===== src/spi_frame_pkg.sv =====
`default_nettype none

//**********************************************************
// serial frame definitions
//**********************************************************
package spi_frame_pkg;

    // frame layout on sdio, MSB first
    localparam int FRAME_ADDR_W = 7;
    localparam int FRAME_DATA_W = 16;
    localparam int FRAME_W      = 1 + FRAME_ADDR_W + FRAME_DATA_W;

    // bit counter has to reach FRAME_W itself after the last bit
    localparam int BIT_CNT_W = $clog2(FRAME_W + 1);

    // index of the final bit of a frame
    localparam logic [BIT_CNT_W-1:0] LAST_BIT = BIT_CNT_W'(FRAME_W - 1);

    // frame as register fields
    typedef struct packed {
        // 1 = read, 0 = write
        logic                    rd_wr;
        logic [FRAME_ADDR_W-1:0] addr;
        // write data, don't care on reads
        logic [FRAME_DATA_W-1:0] data;
    } spi_frame_fields_s;

    // same 24 bits, built as fields and shifted out as raw bits
    typedef union packed {
        spi_frame_fields_s  fields;
        logic [FRAME_W-1:0] raw;
    } spi_frame_u;

endpackage

`default_nettype wire


===== src/host_cmd_pkg.sv =====
`default_nettype none

//**********************************************************
// host side definitions
//**********************************************************
package host_cmd_pkg;

    // width of one register on the ADC serial port
    localparam int REG_DATA_W = 16;

    // read result word returned to the host
    // upper bits above REG_DATA_W read back as zero
    localparam int READ_W = 32;

    // host command word as written by the controller
    // bit 0 is the access strobe, a rising edge queues one frame
    typedef struct packed {
        // data for a register write
        logic [REG_DATA_W-1:0] wr_data;
        logic                  spare_hi;
        // ADC register address
        logic [6:0]            addr;
        logic [4:0]            spare_lo;
        // active low reset to the ADC
        logic                  adc_reset_n;
        logic                  rd_wr;    // 1 = read, 0 = write
        logic                  access;
    } host_cmd_s;

endpackage

`default_nettype wire

===== src/adc_spi_intf_top.sv =====
`timescale 1ns/1ps
`default_nettype none

module adc_spi_intf_top import host_cmd_pkg::*, spi_frame_pkg::*;
#(
    // frames buffered between decoder and shifter
    parameter int QUEUE_DEPTH = 4
)
(
    input  wire               slow_clk,
    input  wire               resetS,
    input  wire host_cmd_s    host_word,
    input  wire               sdi,
    output logic [READ_W-1:0] read_data,
    output logic              read_valid,
    output logic              busy,
    output logic              sclk,
    output logic              sdio,
    output logic              sdenb,
    output logic              sresetb
);

    // decoder to queue
    logic       push_en;
    spi_frame_u push_frame;
    logic       full;
    logic       pending;
    // queue to shifter
    spi_frame_u pop_frame;
    logic       pop_en;
    logic       empty;
    logic       active;

    // work anywhere in the pipeline keeps busy high
    assign busy = pending | active | ~empty;

    //**********************************************************
    // command path
    //**********************************************************
    adc_cmd_decoder u_decoder (
        .slow_clk   (slow_clk),
        .resetS     (resetS),
        .host_word  (host_word),
        .full       (full),
        .push_en    (push_en),
        .push_frame (push_frame),
        .pending    (pending),
        .sresetb    (sresetb)
    );

    spi_cmd_queue #(
        .QUEUE_DEPTH (QUEUE_DEPTH)
    ) u_queue (
        .slow_clk   (slow_clk),
        .resetS     (resetS),
        .push_en    (push_en),
        .push_frame (push_frame),
        .pop_en     (pop_en),
        .pop_frame  (pop_frame),
        .full       (full),
        .empty      (empty)
    );

    adc_spi_shifter u_shifter (
        .slow_clk   (slow_clk),
        .resetS     (resetS),
        .empty      (empty),
        .pop_frame  (pop_frame),
        .sdi        (sdi),
        .pop_en     (pop_en),
        .sclk       (sclk),
        .sdio       (sdio),
        .sdenb      (sdenb),
        .read_data  (read_data),
        .read_valid (read_valid),
        .active     (active)
    );

endmodule

`default_nettype wire


===== src/adc_spi_shifter.sv =====
`timescale 1ns/1ps
`default_nettype none

module adc_spi_shifter import spi_frame_pkg::*, host_cmd_pkg::*;
(
    input  wire               slow_clk,
    input  wire               resetS,
    input  wire               empty,
    input  wire spi_frame_u   pop_frame,
    input  wire               sdi,
    output logic              pop_en,
    output logic              sclk,
    output logic              sdio,
    output logic              sdenb,
    output logic [READ_W-1:0] read_data,
    output logic              read_valid,
    output logic              active
);

    typedef enum logic [1:0] {ST_IDLE, ST_SHIFT, ST_FINISH} state_e;

    state_e                state;
    // outgoing frame, raw view
    logic [FRAME_W-1:0]    out_sr;
    // last REG_DATA_W bits seen on sdi
    logic [REG_DATA_W-1:0] in_sr;
    logic [BIT_CNT_W-1:0]  bit_cnt;
    // 0 = sclk low half, 1 = sclk high half
    logic                  phase;
    // frame type kept for the end of frame
    logic                  is_read;

    // take the head frame whenever idle
    assign pop_en = (state == ST_IDLE) & ~empty;
    assign active = (state != ST_IDLE);

    //**********************************************************
    // frame FSM and serial pins
    //**********************************************************
    always_ff @(posedge slow_clk)
    begin
        if (resetS)
        begin
            state      <= ST_IDLE;
            sdenb      <= 1'b1;
            sclk       <= 1'b0;
            sdio       <= 1'b0;
            phase      <= 1'b0;
            bit_cnt    <= '0;
            read_valid <= 1'b0;
            read_data  <= '0;
        end
        else
        begin
            read_valid <= 1'b0;
            case (state)
                ST_IDLE:
                begin
                    // first bit goes out together with sdenb low
                    if (pop_en)
                    begin
                        state   <= ST_SHIFT;
                        sdenb   <= 1'b0;
                        sdio    <= pop_frame.raw[FRAME_W-1];
                        phase   <= 1'b0;
                        bit_cnt <= '0;
                    end
                end
                ST_SHIFT:
                begin
                    phase <= ~phase;
                    if (!phase)
                        sclk <= 1'b1;
                    else
                    begin
                        // falling sclk, move to the next bit
                        sclk    <= 1'b0;
                        bit_cnt <= bit_cnt + 1'b1;
                        if (bit_cnt == LAST_BIT)
                        begin
                            state <= ST_FINISH;
                            sdenb <= 1'b1;
                            sdio  <= 1'b0;
                        end
                        else
                            sdio <= out_sr[FRAME_W-2];
                    end
                end
                ST_FINISH:
                begin
                    // read result one cycle after sdenb rises
                    state <= ST_IDLE;
                    if (is_read)
                    begin
                        read_data  <= {{(READ_W - REG_DATA_W){1'b0}}, in_sr};
                        read_valid <= 1'b1;
                    end
                end
                default:
                    state <= ST_IDLE;
            endcase
        end
    end

    //**********************************************************
    // shift registers
    //**********************************************************
    always_ff @(posedge slow_clk)
    begin
        if (pop_en)
        begin
            out_sr  <= pop_frame.raw;
            is_read <= pop_frame.fields.rd_wr;
        end
        else if (state == ST_SHIFT && phase)
            out_sr <= {out_sr[FRAME_W-2:0], 1'b0};
        // sdi sampled on the edge that raises sclk
        if (state == ST_SHIFT && !phase)
            in_sr <= {in_sr[REG_DATA_W-2:0], sdi};
    end

    a_cnt_range: assert property (@(posedge slow_clk) disable iff (resetS)
        bit_cnt <= BIT_CNT_W'(FRAME_W));

    // no frame in progress means chip select released
    a_idle_sdenb: assert property (@(posedge slow_clk) disable iff (resetS)
        (state == ST_IDLE) |-> sdenb);

endmodule

`default_nettype wire


===== src/spi_cmd_queue.sv =====
`timescale 1ns/1ps
`default_nettype none

module spi_cmd_queue import spi_frame_pkg::*;
#(
    // power of two, 2 to 8
    parameter int QUEUE_DEPTH
)
(
    input  wire             slow_clk,
    input  wire             resetS,
    input  wire             push_en,
    input  wire spi_frame_u push_frame,
    input  wire             pop_en,
    output spi_frame_u      pop_frame,
    output logic            full,
    output logic            empty
);

    localparam int PTR_W = $clog2(QUEUE_DEPTH);

    // frame storage
    spi_frame_u       mem [QUEUE_DEPTH];
    logic [PTR_W-1:0] wr_ptr;
    logic [PTR_W-1:0] rd_ptr;
    // occupancy, one bit wider than the pointers
    logic [PTR_W:0]   count;
    logic             do_push;
    logic             do_pop;

    assign full    = (count == (PTR_W + 1)'(QUEUE_DEPTH));
    assign empty   = (count == '0);
    assign do_push = push_en & ~full;
    assign do_pop  = pop_en & ~empty;

    // show-ahead, head of queue always on the output
    assign pop_frame = mem[rd_ptr];

    always_ff @(posedge slow_clk)
    begin
        if (do_push)
            mem[wr_ptr] <= push_frame;
    end

    // pointers wrap on their own since depth is a power of two
    always_ff @(posedge slow_clk)
    begin
        if (resetS)
        begin
            wr_ptr <= '0;
            rd_ptr <= '0;
            count  <= '0;
        end
        else
        begin
            if (do_push)
                wr_ptr <= wr_ptr + 1'b1;
            if (do_pop)
                rd_ptr <= rd_ptr + 1'b1;
            case ({do_push, do_pop})
                2'b10:   count <= count + 1'b1;
                2'b01:   count <= count - 1'b1;
                default: count <= count;
            endcase
        end
    end

    // decoder holds off while the queue is full
    a_no_push_full: assert property (@(posedge slow_clk) disable iff (resetS)
        push_en |-> !full);

    // shifter only pops a valid head
    a_no_pop_empty: assert property (@(posedge slow_clk) disable iff (resetS)
        pop_en |-> !empty);

endmodule

`default_nettype wire


===== src/adc_cmd_decoder.sv =====
`timescale 1ns/1ps
`default_nettype none

module adc_cmd_decoder import host_cmd_pkg::*, spi_frame_pkg::*;
(
    input  wire            slow_clk,
    input  wire            resetS,
    input  wire host_cmd_s host_word,
    input  wire            full,
    output logic           push_en,
    output spi_frame_u     push_frame,
    output logic           pending,
    output logic           sresetb
);

    // host word after one register stage
    host_cmd_s host_q;
    // synchronized access bit of the previous cycle
    logic      access_prev;
    logic      access_rise;

    //**********************************************************
    // input stage and edge detect
    //**********************************************************

    // keeps running through reset
    // so an access level held at release counts as already seen
    always_ff @(posedge slow_clk)
    begin
        host_q      <= host_word;
        access_prev <= host_q.access;
    end

    assign access_rise = host_q.access & ~access_prev;

    // ADC reset pin follows the host bit one cycle later
    always_ff @(posedge slow_clk)
    begin
        if (resetS)
            sresetb <= 1'b1;
        else
            sresetb <= host_word.adc_reset_n;
    end

    //**********************************************************
    // single pending slot toward the queue
    //**********************************************************

    // push as soon as the queue has room
    assign push_en = pending & ~full;

    // set on an edge, held under back-pressure
    // edges seen while the slot is taken are dropped
    always_ff @(posedge slow_clk)
    begin
        if (resetS)
            pending <= 1'b0;
        else if (pending)
        begin
            if (!full)
                pending <= 1'b0;
        end
        else if (access_rise)
            pending <= 1'b1;
    end

    // frame captured with the edge, stays put until pushed
    always_ff @(posedge slow_clk)
    begin
        if (!pending && access_rise)
        begin
            push_frame.fields.rd_wr <= host_q.rd_wr;
            push_frame.fields.addr  <= host_q.addr;
            push_frame.fields.data  <= host_q.wr_data;
        end
    end

endmodule

`default_nettype wire


===== config.mk =====
export PLATFORM = sky130hd
export DESIGN_NAME = adc_spi_intf_top
export DESIGN_NICKNAME = d
export VERILOG_FILES = /design/src/spi_frame_pkg.sv /design/src/host_cmd_pkg.sv /design/src/adc_spi_intf_top.sv /design/src/adc_spi_shifter.sv /design/src/spi_cmd_queue.sv /design/src/adc_cmd_decoder.sv
export SDC_FILE = /design/constraint.sdc
export NUM_CORES = 1
export LEC_CHECK = 0
export BUFFER_PORTS_ARGS = -buffer_cell sky130_fd_sc_hd__clkbuf_2
export CORE_UTILIZATION = 58
export CTS_CLUSTER_DIAMETER = 100
export DETAILED_ROUTE_END_ITERATION = 12
export GPL_ROUTABILITY_DRIVEN = 0
export GPL_TIMING_DRIVEN = 0
export PLACE_DENSITY = 0.78
export SYNTH_ARGS = -nofsm -noshare
export SYNTH_HDL_FRONTEND = slang
export SYNTH_SLANG_ARGS = --single-unit

===== constraint.sdc =====
create_clock -name slow_clk -period 3.1 [get_ports slow_clk]
set_clock_uncertainty 0.05 [all_clocks]
set_input_delay 0.62 -clock slow_clk [delete_from_list [all_inputs] [get_ports slow_clk]]
set_output_delay 0.62 -clock slow_clk [all_outputs]
set_load 0.005 [all_outputs]

==> results.toml, run 1 <==
[outcome]
status = "finished, final reports clean"

[finish]
area.sequential_um2 = 6110
diodes = 0
nFillCells = 858
syn2layout_area_growth_pct = 15.9
final_core_util_pct = 69.5
layout_commonest_cell = "edfxtp_1"
final_cell_mix = "edfxtp_1, dfxtp_1, clkbuf_2, nand2_1, a21oi_1"
multi_input_area_um2 = 1690
drive_gt1_share_pct = 31.0
fin_nets = 594

[place]
dpl.hpwl_um = 7940
portBuffers = 49
dp_slack_ns = 0.510

[drt]
detail-route-antenna-nets = 0
top_layer_used = "met4"
wire_per_inst_um = 17.6
dr.first_iter.drc_count = 298
wl_met3_um = 512
vias_per_cell = 5.36
met2WireLength_um = 6850
via_count = 3988
routed_wl_um = 13100
met1_length_um = 5520
drt-pass1-iter-count = 4
drc = 0

[timing]
max_freq_mhz = 382
drv_slew = 0
finalHoldViolCount = 0
post-route-worst-setup-slack_ns = 0.485
rsz0062_at_grt = "no"
fin_crit_sh_pct = 84.3
finalSetupViolations = 0
relSlewSlack_pct = 11.2
fin_crit_ns = 2.61
tightest_slew_ns = 1.33
worst_hold_slack_ns = 0.179

[setup_path]
rrSetupSlack_ns = 0.49
worstPathCellList = "or2_4 -> nor2_4 -> buf_4 -> ha_1 -> inv_1 -> fa_1 -> xor2_1 -> or3_1 -> a21oi_1"
path_buf_inv = 2
worst_ep_required_time_ns = 3.46
critPathLaunchType = "register"
setup.worst_path.class = "register to register"
worstPathMaxFanout = 11
path_delay_family = "simple AND/OR/NAND/NOR gates"
endpoint_kind = "register"
slowest_stage = "fa_1"
r2r-start = "u_shifter.state[0]"
cp_slowest_stage_delay_ns = 0.38
crit_arrival_ns = 2.98
worst_r2r_endpoint = "u_queue.count[2]"
ff2ff_path_depth = 9

[floorplanning]
die_h_um = 120
placementRows = 42
coreArea_um2 = 13400
die-area_um2 = 14300
die_w_um = 120
start_util_pct = 60.0
num_io_pins = 73

[synthesis]
netlist_instances = 459
synth-seq-area-share_pct = 76.0
synthAdderAreaFrac_pct = 1.18
synth_xor_area_share_pct = 0.218
muxShareOfSynthArea_pct = 10.1
synth-compound-area-share_pct = 3.80
dominantRegCellSynth = "edfxtp_1"
synth_cell_types = 47
synth_async_sr_flop_share_pct = 0
ys_ff_latch = 225
synth_edf_count = 160
avgSynthCellArea_um2 = 17.5
yosys_warnings = 0
syn-cell-area_um2 = 8040
synth_top_family_by_area = "multiplexers"
yosys.area_share.simple_pct = 4.92

[pwr]
ir_worst_vdd_mv = 0.572
p_clk_share_pct = 31.5
switching_share_pct = 25.6
p_int_mw = 5.92
seq_power_share_pct = 49.0
power.density_nw_per_um2 = 854
p_leak_nw = 3.29
p_comb_share_pct = 19.5
p_sw_mw = 2.03

[global_routing]
gr-total-overflow = 0
grt_pass1_vias = 4129
grt_max_degree = 25
grt_usage_pct = 19.2
grt_first_pass_wirelength_um = 21000
antenna_found_initial = 0

[clock_network]
ctsResizeCount = 0
htreeDepth = 1
clock-sinks = 225
ctsLongestPathBuffers = 3
post-cts-setup-buffer-count = 0
clk-insertion-delay-late_ns = 0.49
hold_buffers = 0
clkTransAtPathRegs_ns = 0.06
cts_tree = "done"
numCtsBuffers = 23
ctsRootBufferMaster = "clkbuf_16"

[hold_path]
min_from = "host_word[0]"
min_to = "u_decoder.host_q[0]"
hp-class = "primary input to register"
whs_path_depth = 1

[job]
max_cap_violations = 0
==> logic make-up after synthesis <==
| group | Yosys count |
|---|---|
| AOI/OAI and AO/OA | 49 |
| xor gates and xnor gates | 2 |
| DFF | 225 |
| buffers and inverters | 51 |
| adders and majority gates | 7 |
| and+or+nand+nor | 76 |
| muxes | 48 |
| other | 1 |
==> worst reg2reg max path, delay by kind of cell, from the launching register on <==
kind / cells / cell delay [ns]
simple gates: 3 / 0.86
fa+ha+maj: 2 / 0.60
flops: 1 / 0.36
buf+inv: 2 / 0.36
xor+xnor: 1 / 0.16
compound gates: 1 / 0.16
==> synthesized netlist by cell type (2+ instances only) <==
library cell,number,area share [%]
o211ai_1,5,0.47
mux2i_1,2,0.25
nor4_1,3,0.23
xor2_1,2,0.22
nor2b_1,2,0.16
mux4_2,24,6.7
o31ai_1,4,0.37
a21oi_1,28,1.7
o21a_1,2,0.19
nor2_1,5,0.23
or3_1,3,0.23
buf_2,4,0.25
buf_4,19,1.8
nand2b_1,2,0.16
edfxtp_1,160,60
o31a_1,2,0.22
mux2_2,22,3.1
inv_1,14,0.65
dfxtp_1,65,16
ha_1,6,0.93
a21o_1,2,0.19
and3_1,4,0.31
nand3_1,6,0.37
buf_6,5,0.70
nand2_1,37,1.7
clkbuf_1,8,0.37
o21ai_0,3,0.19
==> sequential cells by signal, indices dropped and copies added (netlist names), named ones only <==
signal                 cells
u_shifter.out_sr          23
u_shifter.read_valid       1
u_decoder.access_prev      1
u_decoder.pending          1
u_shifter.state            2
u_decoder.sresetb          1
u_shifter.bit_cnt          5
u_decoder.push_frame      24
u_shifter.sdenb            1
u_queue.mem               96
u_shifter.is_read          1
u_queue.rd_ptr             2
u_shifter.phase            1
u_shifter.sclk             1
u_shifter.sdio             1
u_queue.count              3
u_shifter.in_sr           16
u_shifter.read_data       16
u_queue.wr_ptr             2
u_decoder.host_q          25
==> metal layers <==
metal	up-vias	track usage, %
li1	1883	-
met1	1978	24.6
met2	106	33.5
met3	21	3.14
met4	0	6.41
met5	-	0
==> cell type report <==
type                       count  share of cell area [%]
multi-input combinational    198                    18.2
inverter                      14                   0.564
timing repair buffer          53                    3.12
tap                          176                    2.36
buffer                        37                    2.71
clock buffer                  28                    6.72
clock inverter                13                   0.779
sequential                   225                    65.6
==> per-stage QoR <==
step	area [µm²]	total power, mW	setup TNS (ns)	std cells
after floorplan	8090	5.06	0	474
after global placement	8560	5.36	-43.47	699
after detailed placement	8610	5.50	0	703
after CTS	9310	8.02	0	744
after global routing	9310	8.31	0	744
final	9310	7.96	0	744
==> power groups by stage <==
stage               registers, mW  logic, mW  clock network [mW]
floorplan                    3.91       1.15                   0
CTS                          3.90       1.57                2.55
finish                       3.90       1.55                2.50
global route                 3.93       1.69                2.69
detailed placement           3.96       1.54                   0
global placement             3.95       1.41                   0
==> worst max path at each step <==
stage	startpoint	end	cells past startpoint
2_1_floorplan	u_decoder.pending	u_decoder.push_frame[0]	2
3_3_place_gp	u_decoder.pending	u_decoder.push_frame[17]	2
3_5_place_dp	u_shifter.state[0]	u_queue.count[2]	9
4_1_cts	u_shifter.state[0]	u_queue.count[2]	9
5_1_grt	u_shifter.state[0]	u_queue.count[2]	9
6_report	u_shifter.state[0]	u_queue.count[2]	9
(Power assumes the default switching activity.)
==> inputs of run 2 (changes only) <==
--- a/config.mk
+++ b/config.mk
@@ -5,13 +5,14 @@
 export SDC_FILE = /design/constraint.sdc
 export NUM_CORES = 1
 export LEC_CHECK = 0
+export ABC_AREA = 1
 export BUFFER_PORTS_ARGS = -buffer_cell sky130_fd_sc_hd__clkbuf_2
-export CORE_UTILIZATION = 58
+export CORE_UTILIZATION = 53
 export CTS_CLUSTER_DIAMETER = 100
 export DETAILED_ROUTE_END_ITERATION = 12
 export GPL_ROUTABILITY_DRIVEN = 0
 export GPL_TIMING_DRIVEN = 0
-export PLACE_DENSITY = 0.78
+export PLACE_DENSITY = 0.75
 export SYNTH_ARGS = -nofsm -noshare
 export SYNTH_HDL_FRONTEND = slang
 export SYNTH_SLANG_ARGS = --single-unit
==> constraint.sdc (replaced) <==
create_clock -name slow_clk -period 2.3 [get_ports slow_clk]
set_clock_uncertainty 0.05 [all_clocks]
set_input_delay 0.46 -clock slow_clk [delete_from_list [all_inputs] [get_ports slow_clk]]
set_output_delay 0.46 -clock slow_clk [all_outputs]
set_load 0.005 [all_outputs]
==> run 2 against run 1 <==
The flow now finishes with violations (design-rule violations). Sequential power is 38% higher. Clock power is 52% higher. Routed wire length grew 15%. Die area increased by 9.9%. Critical path depth is 5 lower. Global-route usage increased by 0.61 points. Critical path type is now register to output port. Critical endpoint is now busy. Largest power group unchanged.
==> results.toml, run 2 <==
[pwr]
p_leak_nw = 3.82
power.density_nw_per_um2 = 1210
seq_power_share_pct = 45.6
p_comb_share_pct = 22.3
p_sw_mw = 3.54
p_int_mw = 8.29
switching_share_pct = 29.9
ir_worst_vdd_mv = 0.660
power_mw = 11.8
p_clk_share_pct = 32.1

[drt]
via_count = 5026
detail-route-antenna-nets = 0
routed_wl_um = 15100
drc = 7
drt-pass1-iter-count = 8
dr.first_iter.drc_count = 420
wire_per_inst_um = 15.8
vias_per_cell = 5.27

[setup_path]
worstPathMaxFanout = 5
worst_ep_required_time_ns = 1.79
slowest_stage = "dfxtp_1"
critPathLaunch = "u_shifter.state[1]"
path_buf_inv = 1
worstPathCellList = "nor2_4 -> nand3_2 -> or2_2 -> clkbuf_2"
setup.worst_path.class = "register to output port"
endpoint_kind = "output port"
path_delay_family = "simple AND/OR/NAND/NOR gates"
critPathLaunchType = "register"
cp_slowest_stage_delay_ns = 0.36
crit_arrival_ns = 1.62
r2r-start = "u_shifter.state[1]"
rrSetupSlack_ns = 0.28

[outcome]
status = "finished, violations left"
violations = "design-rule violations"

[clock_network]
post-cts-setup-buffer-count = 0
ctsLongestPathBuffers = 3
cts_tree = "done"
numCtsBuffers = 23
clk-insertion-delay-late_ns = 0.51
ctsRootBufferMaster = "clkbuf_16"
clkTransAtPathRegs_ns = 0.06
htreeDepth = 1
clock-sinks = 225

[timing]
relSlewSlack_pct = 43.9
tightest_slew_ns = 0.841
setup-tns-final_ns = 0
rsz0062_at_grt = "no"
worst_hold_slack_ns = 0.0139
max_freq_mhz = 469
finalSetupViolations = 0
fin_crit_sh_pct = 92.7
drv_slew = 0
post-route-worst-setup-slack_ns = 0.168
finalHoldViolCount = 0
fin_crit_ns = 2.13

[floorplanning]
placementRows = 44
die_h_um = 125
die-area_um2 = 15700
num_io_pins = 73
die_w_um = 125
coreArea_um2 = 14700
start_util_pct = 55.0

[place]
portBuffers = 50
dpl.hpwl_um = 9520
dp_slack_ns = 0.113

[finish]
drive_gt1_share_pct = 18.3
top_register = "u_queue.mem"
largest_register_ff_count = 96
final_core_util_pct = 66.5
fin_nets = 795
reg_top3 = "u_queue.mem (96), u_decoder.host_q (25), u_decoder.push_frame (24)"
diodes = 0
syn2layout_area_growth_pct = 21.0
final_cell_mix = "edfxtp_1, nand2_1, nor2_1, o21ai_0, dfxtp_1"
layout_commonest_cell = "edfxtp_1"

[synthesis]
synth.largest_area_cell = "edfxtp_1"
ys_ff_latch = 225
synth-seq-area-share_pct = 75.6
synth_edf_count = 160
netlist_instances = 636
synth_async_sr_flop_share_pct = 0
syn-cell-area_um2 = 8080
yosys_warnings = 0
yosys-top-cells-area = "edfxtp_1, dfxtp_1, nand2_1, nor2_1, o21ai_0"
synth.most_common_cell = "edfxtp_1"
synth_top_cell_area_share_pct = 59.5
avgSynthCellArea_um2 = 12.7
synth_cell_types = 31
synth_common_cells = "edfxtp_1, nand2_1, nor2_1, o21ai_0, dfxtp_1"
dominantRegCellSynth = "edfxtp_1"

[hold_path]
min_from = "host_word[23]"
hp-class = "primary input to register"

[global_routing]
grt_usage_pct = 19.8
grt_max_degree = 28
grt_pass1_vias = 5031
antenna_found_initial = 0
gr-total-overflow = 0
grt_first_pass_wirelength_um = 24400

[job]
max_cap_violations = 0
## run 2: kinds of logic after synthesis
family | after synthesis | share of synthesized area, %
flip-flops | 225 | 75.6
AND/OR/NAND/NOR | 220 | 11.3
AO/OA/AOI/OAI | 110 | 7.20
buffers and inverters | 72 | 4.61
adder cells (fa/ha/maj) | 7 | 1.18
XOR/XNOR | 1 | 0.108
other | 1 | 0.0464
## run 2: path summary, 6_finish.rpt
path,endpoint,depth (start not counted)
worst max-delay path,busy,4
worst min-delay path,u_decoder.host_q[23],1
worst max register to register,u_queue.count[2],10
worst min register to register,u_decoder.access_prev,0
## run 2: through the flow
step	cell area [µm²]	cells
final	9780	954
after global routing	9780	954
after CTS	9770	954
after detailed placement	8750	890
after global placement	8620	885
after floorplan	8140	651
## run 2: final cells by class
cell class | count | area, µm²
Buffer | 39 | 240
Clock buffer | 30 | 676
Clock inverter | 12 | 119
Fill cell | 1074 | 4920
Inverter | 32 | 125
Multi-Input combinational cell | 354 | 1690
Sequential cell | 225 | 6110
Tap cell | 184 | 230
Timing Repair Buffer | 78 | 593
## run 2: power groups by stage
| stage | Combinational, mW | Sequential, mW | Clock (mW) |
|---|---|---|---|
| after CTS | 2.66 | 5.39 | 3.87 |
| after global placement | 2.46 | 5.44 | 0 |
| after global routing | 2.96 | 5.44 | 4.04 |
| after floorplan | 1.86 | 5.39 | 0 |
| after detailed placement | 2.60 | 5.47 | 0 |
| final | 2.64 | 5.40 | 3.79 |
## run 2: repair_timing
action                     4_1_cts  5_1_grt
hold buffers                    22        1
hold endpoints to repair        22        1
resized for setup                0        4
setup endpoints to repair        0        1
## run 2: routing by layer
layer	part of all wire (%)	up-vias	global-route usage, %
met5	0	-	0
met4	1.9	0	6.60
met3	6.7	26	4.15
met2	50	182	34.8
met1	41	2417	24.4
li1	-	2401	-
